[src/io_pkg.sv]
`default_nettype none

package io_pkg;

    localparam int BYTE_W      = 8;
    localparam int WORD_W      = 32;
    localparam int ADDR_W      = 8;
    localparam int CYCLE_CNT_W = 28;
    localparam int EVENT_CNT_W = 24;

    typedef logic [BYTE_W-1:0]      byte_t;
    typedef logic [WORD_W-1:0]      word_t;
    typedef logic [ADDR_W-1:0]      io_addr_t;
    typedef logic [CYCLE_CNT_W-1:0] cycle_cnt_t;
    typedef logic [EVENT_CNT_W-1:0] event_cnt_t;

    // addi x0, x0, 0 marks an empty retire slot
    localparam word_t NOP_INST = 32'h0000_0013;

    // register offsets inside the I/O window
    localparam io_addr_t REG_UART_CTRL   = 8'h00;
    localparam io_addr_t REG_UART_RDATA  = 8'h04;
    localparam io_addr_t REG_UART_TDATA  = 8'h08;
    localparam io_addr_t REG_CYCLE_CNT   = 8'h10;
    localparam io_addr_t REG_INST_CNT    = 8'h14;
    localparam io_addr_t REG_RST_CNT     = 8'h18;
    localparam io_addr_t REG_BR_INST_CNT = 8'h1C;
    localparam io_addr_t REG_BR_SUC_CNT  = 8'h20;

    localparam int CLOCK_FREQ   = 50_000_000;
    localparam int BAUD_RATE    = 3_125_000;
    localparam int CLKS_PER_BIT = CLOCK_FREQ / BAUD_RATE;

    typedef struct packed {
        logic     psel;
        logic     penable;
        logic     pwrite;
        io_addr_t paddr;
        word_t    pwdata;
    } apb_req_t;

    typedef struct packed {
        word_t prdata;
        logic  pready;
        logic  pslverr;
    } apb_rsp_t;

    // one cycle of the retire stage with its integer and floating-point slots
    typedef struct packed {
        word_t inst;
        word_t fp_inst;
        logic  br_inst;
        logic  br_suc;
    } retire_t;

    typedef struct packed {
        cycle_cnt_t cycle;
        event_cnt_t inst;
        event_cnt_t br_inst;
        event_cnt_t br_suc;
    } perf_counts_t;

endpackage

`default_nettype wire

[src/io_apb_regs.sv]
`timescale 1ns/1ps
`default_nettype none

module io_apb_regs (
    input  wire logic                  clk,
    input  wire logic                  rst,
    input  wire io_pkg::apb_req_t      apb_req,
    output io_pkg::apb_rsp_t           apb_rsp,
    output io_pkg::byte_t              tx_data,
    output logic                       tx_valid,
    input  wire logic                  tx_ready,
    input  wire io_pkg::byte_t         rx_data,
    input  wire logic                  rx_valid,
    output logic                       rx_ready,
    output logic                       cnt_clear,
    input  wire io_pkg::perf_counts_t  counts
);
    import io_pkg::*;

    logic  capture;
    word_t rdata_d;
    logic  err_d;
    logic  tx_load;
    logic  rx_pop;
    logic  clear_req;

    // the first access cycle always ends without pready, giving one wait state
    assign capture = apb_req.psel && apb_req.penable && !apb_rsp.pready;

    always_comb begin
        rdata_d   = '0;
        err_d     = 1'b0;
        tx_load   = 1'b0;
        rx_pop    = 1'b0;
        clear_req = 1'b0;
        case (apb_req.paddr)
            REG_UART_CTRL: begin
                if (apb_req.pwrite) begin
                    err_d = 1'b1;
                end else begin
                    rdata_d = {30'b0, rx_valid, tx_ready};
                end
            end
            REG_UART_RDATA: begin
                if (apb_req.pwrite || !rx_valid) begin
                    err_d = 1'b1;
                end else begin
                    rdata_d = word_t'(rx_data);
                    rx_pop  = 1'b1;
                end
            end
            REG_UART_TDATA: begin
                // a busy transmitter refuses the byte
                if (apb_req.pwrite && tx_ready) begin
                    tx_load = 1'b1;
                end else begin
                    err_d = 1'b1;
                end
            end
            REG_CYCLE_CNT: begin
                err_d   = apb_req.pwrite;
                rdata_d = apb_req.pwrite ? '0 : word_t'(counts.cycle);
            end
            REG_INST_CNT: begin
                err_d   = apb_req.pwrite;
                rdata_d = apb_req.pwrite ? '0 : word_t'(counts.inst);
            end
            REG_RST_CNT: begin
                if (apb_req.pwrite) begin
                    clear_req = 1'b1;
                end else begin
                    err_d = 1'b1;
                end
            end
            REG_BR_INST_CNT: begin
                err_d   = apb_req.pwrite;
                rdata_d = apb_req.pwrite ? '0 : word_t'(counts.br_inst);
            end
            REG_BR_SUC_CNT: begin
                err_d   = apb_req.pwrite;
                rdata_d = apb_req.pwrite ? '0 : word_t'(counts.br_suc);
            end
            default: begin
                err_d = 1'b1;
            end
        endcase
    end

    // the counters clear and the receiver pops on the capture edge itself
    assign rx_ready  = capture && rx_pop;
    assign cnt_clear = capture && clear_req;

    always_ff @(posedge clk) begin
        if (rst) begin
            apb_rsp  <= '0;
            tx_valid <= 1'b0;
        end else begin
            if (tx_valid && tx_ready) begin
                tx_valid <= 1'b0;
            end
            if (capture) begin
                apb_rsp.pready  <= 1'b1;
                apb_rsp.prdata  <= rdata_d;
                apb_rsp.pslverr <= err_d;
                if (tx_load) begin
                    tx_valid <= 1'b1;
                end
            end else if (apb_rsp.pready) begin
                apb_rsp <= '0;
            end
        end
    end

    always_ff @(posedge clk) begin
        if (capture && tx_load) begin
            tx_data <= apb_req.pwdata[7:0];
        end
    end

endmodule

`default_nettype wire

[src/io_subsys.sv]
`timescale 1ns/1ps
`default_nettype none

module io_subsys (
    input  wire logic             clk,
    input  wire logic             rst,
    input  wire io_pkg::apb_req_t apb_req,
    output io_pkg::apb_rsp_t      apb_rsp,
    input  wire io_pkg::retire_t  retire,
    input  wire logic             serial_in,
    output logic                  serial_out
);
    import io_pkg::*;

    byte_t        tx_data;
    logic         tx_valid;
    logic         tx_ready;
    byte_t        rx_data;
    logic         rx_valid;
    logic         rx_ready;
    logic         cnt_clear;
    perf_counts_t counts;

    io_apb_regs regs_i (
        .clk       (clk),
        .rst       (rst),
        .apb_req   (apb_req),
        .apb_rsp   (apb_rsp),
        .tx_data   (tx_data),
        .tx_valid  (tx_valid),
        .tx_ready  (tx_ready),
        .rx_data   (rx_data),
        .rx_valid  (rx_valid),
        .rx_ready  (rx_ready),
        .cnt_clear (cnt_clear),
        .counts    (counts)
    );

    perf_counters counters_i (
        .clk    (clk),
        .rst    (rst),
        .retire (retire),
        .clear  (cnt_clear),
        .counts (counts)
    );

    uart_tx #(
        .clks_per_bit (CLKS_PER_BIT)
    ) uart_tx_i (
        .clk        (clk),
        .rst        (rst),
        .data       (tx_data),
        .valid      (tx_valid),
        .ready      (tx_ready),
        .serial_out (serial_out)
    );

    uart_rx #(
        .clks_per_bit (CLKS_PER_BIT)
    ) uart_rx_i (
        .clk       (clk),
        .rst       (rst),
        .serial_in (serial_in),
        .data      (rx_data),
        .valid     (rx_valid),
        .ready     (rx_ready)
    );

endmodule

`default_nettype wire

[src/perf_counters.sv]
`timescale 1ns/1ps
`default_nettype none

module perf_counters (
    input  wire logic                 clk,
    input  wire logic                 rst,
    input  wire io_pkg::retire_t      retire,
    input  wire logic                 clear,
    output io_pkg::perf_counts_t      counts
);
    import io_pkg::*;

    logic       int_valid;
    logic       fp_valid;
    logic [1:0] inst_inc;

    assign int_valid = (retire.inst != NOP_INST);
    assign fp_valid  = (retire.fp_inst != NOP_INST);

    // both slots can retire in the same cycle
    assign inst_inc = {1'b0, int_valid} + {1'b0, fp_valid};

    always_ff @(posedge clk) begin
        if (rst) begin
            counts <= '0;
        end else if (clear) begin
            // events sampled on the clear edge itself are discarded
            counts <= '0;
        end else begin
            counts.cycle   <= counts.cycle + 1'b1;
            counts.inst    <= counts.inst + event_cnt_t'(inst_inc);
            counts.br_inst <= counts.br_inst + event_cnt_t'(retire.br_inst);
            counts.br_suc  <= counts.br_suc + event_cnt_t'(retire.br_suc);
        end
    end

endmodule

`default_nettype wire

[src/uart_rx.sv]
`timescale 1ns/1ps
`default_nettype none

module uart_rx #(
    parameter int clks_per_bit = io_pkg::CLKS_PER_BIT
) (
    input  wire logic   clk,
    input  wire logic   rst,
    input  wire logic   serial_in,
    output io_pkg::byte_t data,
    output logic        valid,
    input  wire logic   ready
);
    import io_pkg::*;

    localparam int CNT_W = (clks_per_bit > 1) ? $clog2(clks_per_bit) : 1;
    localparam logic [CNT_W-1:0] LAST = CNT_W'(clks_per_bit - 1);
    localparam logic [CNT_W-1:0] HALF = CNT_W'((clks_per_bit - 1) / 2);

    typedef enum logic [1:0] {
        IDLE,
        START,
        DATA,
        STOP
    } rx_state_t;

    rx_state_t        state;
    logic [1:0]       sync_q;
    logic             line;
    logic [CNT_W-1:0] clk_cnt;
    logic [2:0]       bit_idx;
    byte_t            shift_q;
    logic             frame_ok;

    // two flops bring the asynchronous line into the clock domain
    always_ff @(posedge clk) begin
        if (rst) begin
            sync_q <= 2'b11;
        end else begin
            sync_q <= {sync_q[0], serial_in};
        end
    end

    assign line = sync_q[1];

    // a good stop bit seen at its middle completes the frame
    assign frame_ok = (state == STOP) && (clk_cnt == LAST) && line;

    always_ff @(posedge clk) begin
        if (rst) begin
            state   <= IDLE;
            clk_cnt <= '0;
            bit_idx <= '0;
        end else begin
            clk_cnt <= clk_cnt + 1'b1;
            case (state)
                IDLE: begin
                    clk_cnt <= '0;
                    if (!line) begin
                        state <= START;
                    end
                end
                START: begin
                    // a start bit that has gone high again by mid-bit was a glitch
                    if (clk_cnt == HALF) begin
                        clk_cnt <= '0;
                        bit_idx <= '0;
                        state   <= line ? IDLE : DATA;
                    end
                end
                DATA: begin
                    if (clk_cnt == LAST) begin
                        clk_cnt <= '0;
                        bit_idx <= bit_idx + 1'b1;
                        if (bit_idx == 3'd7) begin
                            state <= STOP;
                        end
                    end
                end
                STOP: begin
                    if (clk_cnt == LAST) begin
                        state <= IDLE;
                    end
                end
                default: state <= IDLE;
            endcase
        end
    end

    always_ff @(posedge clk) begin
        if (state == DATA && clk_cnt == LAST) begin
            shift_q <= {line, shift_q[7:1]};
        end
    end

    // the holding register keeps its byte until popped and later frames are lost
    always_ff @(posedge clk) begin
        if (rst) begin
            valid <= 1'b0;
        end else if (valid) begin
            if (ready) begin
                valid <= 1'b0;
            end
        end else if (frame_ok) begin
            valid <= 1'b1;
        end
    end

    always_ff @(posedge clk) begin
        if (frame_ok && !valid) begin
            data <= shift_q;
        end
    end

endmodule

`default_nettype wire

[src/uart_tx.sv]
`timescale 1ns/1ps
`default_nettype none

module uart_tx #(
    parameter int clks_per_bit = io_pkg::CLKS_PER_BIT
) (
    input  wire logic          clk,
    input  wire logic          rst,
    input  wire io_pkg::byte_t data,
    input  wire logic          valid,
    output logic               ready,
    output logic               serial_out
);
    import io_pkg::*;

    localparam int CNT_W = (clks_per_bit > 1) ? $clog2(clks_per_bit) : 1;
    localparam logic [CNT_W-1:0] LAST = CNT_W'(clks_per_bit - 1);

    typedef enum logic [1:0] {
        IDLE,
        START,
        DATA,
        STOP
    } tx_state_t;

    tx_state_t        state;
    logic [CNT_W-1:0] clk_cnt;
    logic [2:0]       bit_idx;
    byte_t            shift_q;
    logic             bit_end;

    assign bit_end = (clk_cnt == LAST);
    assign ready   = (state == IDLE);

    always_ff @(posedge clk) begin
        if (rst) begin
            state      <= IDLE;
            clk_cnt    <= '0;
            bit_idx    <= '0;
            serial_out <= 1'b1;
        end else begin
            clk_cnt <= bit_end ? '0 : clk_cnt + 1'b1;
            case (state)
                IDLE: begin
                    clk_cnt <= '0;
                    if (valid) begin
                        state      <= START;
                        serial_out <= 1'b0;
                    end
                end
                START: begin
                    if (bit_end) begin
                        state      <= DATA;
                        bit_idx    <= '0;
                        serial_out <= shift_q[0];
                    end
                end
                DATA: begin
                    if (bit_end) begin
                        bit_idx <= bit_idx + 1'b1;
                        if (bit_idx == 3'd7) begin
                            state      <= STOP;
                            serial_out <= 1'b1;
                        end else begin
                            serial_out <= shift_q[1];
                        end
                    end
                end
                STOP: begin
                    if (bit_end) begin
                        state <= IDLE;
                    end
                end
                default: state <= IDLE;
            endcase
        end
    end

    // lsb goes out first, so the register shifts right after each data bit
    always_ff @(posedge clk) begin
        if (ready && valid) begin
            shift_q <= data;
        end else if (state == DATA && bit_end) begin
            shift_q <= {1'b0, shift_q[7:1]};
        end
    end

endmodule

`default_nettype wire
[config.mk]
export PLATFORM = sky130hd
export DESIGN_NAME = io_subsys
export DESIGN_NICKNAME = d
export VERILOG_FILES = /design/src/io_pkg.sv /design/src/io_apb_regs.sv /design/src/io_subsys.sv /design/src/perf_counters.sv /design/src/uart_rx.sv /design/src/uart_tx.sv
export SDC_FILE = /design/constraint.sdc
export NUM_CORES = 1
export LEC_CHECK = 0
export BUFFER_PORTS_ARGS = -buffer_cell sky130_fd_sc_hd__buf_4
export CAP_MARGIN = 20
export CORE_MARGIN = 2
export CORE_UTILIZATION = 40
export DETAILED_ROUTE_END_ITERATION = 16
export SYNTH_ARGS = -nofsm -noshare
export SYNTH_HDL_FRONTEND = slang
export SYNTH_HIERARCHICAL = 1
export SYNTH_SLANG_ARGS = --single-unit
[constraint.sdc]
create_clock -name clk -period 4.6 [get_ports clk]
set_input_delay 0.92 -clock clk [delete_from_list [all_inputs] [get_ports clk]]
set_output_delay 0.92 -clock clk [all_outputs]
set_load 0.02 [all_outputs]
==> impl_metrics.ini <==
[clock_tree]
clk_latency_ns = 0.44
postCtsHoldBufs = 0
cts_resized = 0
clk_pin_slew_ns = 0.08
clk_path_buf_depth = 2
htreeDepth = 4
cts_tree = yes
cts_buffers = 17
cts_root_buffer = clkbuf_16
numClockSinks = 185
cts_setup_buffers = 0

[sta]
setup_ws_ns = 1.55
hold_violations = 0
finClkSkew_ns = 0.0102
tightest_slew_ns = 0.904
max_slew_margin = 0.397
rsz0062_at_grt = false
min_period_ns = 3.05
setup-tns-final_ns = 0
fin_crit_sh = 0.663
fmax_ghz = 0.328
slew_violations = 0
finalSetupViolations = 0

[routing]
drt.antenna.violating_nets = 0
drc = 0
route.met2.wl_um = 10800
via_per_inst = 5.61
highest_layer = met4
first_pass_iters = 5
wl_met1_um = 10200
route.met3.wl_um = 990
vias = 7541
drtIter0Drc = 361
wire_per_inst_um = 16.6
drt-total-wl_um = 22300

[worst_setup_path]
cp_max_fo = 10
rr_worst_depth = 8
path_cells = buf_4 -> nor4b_1 -> nand4_1 -> nor2_1 -> fa_1 -> inv_1 -> ha_1 -> and4_1 -> nand3_1 -> or4_1 -> a21oi_1
critPathKind = in -> reg
path_buf_inv = 2
endpoint_kind = flip-flop
crit_family = simple AND/OR/NAND/NOR gates
start_kind = primary input
rr_endpoint = counters_i/counts[70]
cpMaxStageDelayCell = or4_1
r2r-start = counters_i/counts[48]
slowest_delay_ns = 0.58
reg2reg_slack_ns = 2.01
worstPathArrival_ns = 3.41
required_ns = 4.97

[yosys]
synthesis.area_um2 = 8810
yosysWarningCount = 6
ys_seq_area_frac = 0.457
async_flop_share = 0
synthCells = 953
synth-edff-count = 32
ys_seq_elements = 185
dominantRegCellSynth = dfxtp_1
yosysUniqueCellTypes = 70
syn_area_per_cell_um2 = 9.25

[finish]
fillCellCount = 2087
diodes = 0
mostFrequentLayoutCells = dfxtp_1, buf_4, nor2_1, nand2_1
drive_above_1_share = 0.177
final_nets = 1183
multi_input_area_um2 = 4480
layout_commonest_cell = dfxtp_1
syn_to_final_growth_pct = 19.3
seqCellArea_um2 = 4020

[placement]
io_buffers = 118
routabilityCongestion = 0.826
hpwl_um = 16200
pre_cts_slack_ns = 1.13

[floorplan]
die_h_um = 152
io-pin-count = 147
initial_core_util = 0.406
fp-row-count = 54
core_um2 = 21700
die_area_um2 = 23200
die_x_um = 152

[power]
leakage_nw = 3.58
power_density_nw_per_um2 = 316
peakVddDrop_mv = 0.244

[grt]
grt-ovfl-total = 0
grt_max_degree = 51
antenna_found_initial = 0
grt_pass1_wl_um = 36200
gr-usage-all-layers = 0.191
grt_pass1_vias = 7214

[worst_hold_path]
hold_depth = 1
min_path_type = reg -> reg
hold_start = uart_rx_i/sync_q[0]
min_to = uart_rx_i/sync_q[1]

[flow_run]
cap_violations = 0

[run_status]
status = finished clean
-- layout make-up --
type	count	share of cell area
multi-input combinational	703	0.426
sequential	185	0.383
timing repair buffer	127	0.0916
clock buffer	17	0.0405
tap	280	0.0333
clock inverter	15	0.0192
inverter	18	0.00643
-- registers in the layout, indices dropped and copies added (netlist names), 4 cells and up, named ones only --
register and cells:
counters_i/counts 100, uart_tx_i/shift_q 8, regs_i/apb_rsp 30, uart_rx_i/data 8
uart_rx_i/shift_q 8, uart_rx_i/clk_cnt 4, regs_i/tx_data 8, uart_tx_i/clk_cnt 4
-- Yosys cell counts (26+ instances only) --
master	count	area, µm²
o21ai_0	47	235
dfxtp_1	153	3060
nand4_1	29	181
nand2_1	77	289
edfxtp_1	32	961
or4_1	26	195
nand3_1	48	240
xnor2_1	26	228
a21oi_1	48	240
xor2_1	26	228
nor2_1	98	368
-- where the power goes --
| part | leakage, nW | internal [mW] | switching [mW] |
|---|---|---|---|
| Combinational | 1.75 | 0.0780 | 0.0825 |
| Clock | 0.300 | 0.746 | 0.751 |
| Sequential | 1.53 | 1.65 | 0.0135 |
-- per-layer routing --
layer  track usage  vias up
met4        0.0467        0
met1         0.247     3584
met5             0        -
met3        0.0435       25
met2         0.325      181
li1              -     3751
-- kinds of logic after synthesis --
| family | after synthesis | synth area share |
|---|---|---|
| and+or+nand+nor | 414 | 0.253 |
| AOI/OAI and AO/OA | 195 | 0.150 |
| muxes | 19 | 0.0234 |
| DFF | 185 | 0.457 |
| other | 1 | 0.000426 |
| buffers and inverters | 68 | 0.0372 |
| adders and majority gates | 19 | 0.0278 |
| xor gates and xnor gates | 52 | 0.0517 |
-- per-stage QoR --
step	utilization	instances	total power [mW]	hold WS [ns]	instance area (µm²)
CTS	0.485	1344	3.36	0.421	10500
global route	0.485	1345	3.45	0.425	10500
global placement	0.456	1312	1.86	0.393	9880
floorplan	-	956	1.77	0.389	8820
finish	0.485	1345	3.32	0.420	10500
detailed placement	0.456	1312	1.86	0.399	9880
-- worst max path at each step --
stage | end | from | slack, ns | cells past startpoint
6_report | counters_i/counts[70] | retire[34] | 1.55 | 11
5_1_grt | counters_i/counts[70] | retire[34] | 1.36 | 11
3_5_place_dp | counters_i/counts[70] | retire[34] | 1.13 | 11
2_1_floorplan | counters_i/counts[52] | apb_req[37] | 1.56 | 9
3_3_place_gp | counters_i/counts[92] | apb_req[37] | 1.15 | 9
4_1_cts | counters_i/counts[70] | retire[34] | 1.58 | 11
(Power assumes the default switching activity.)
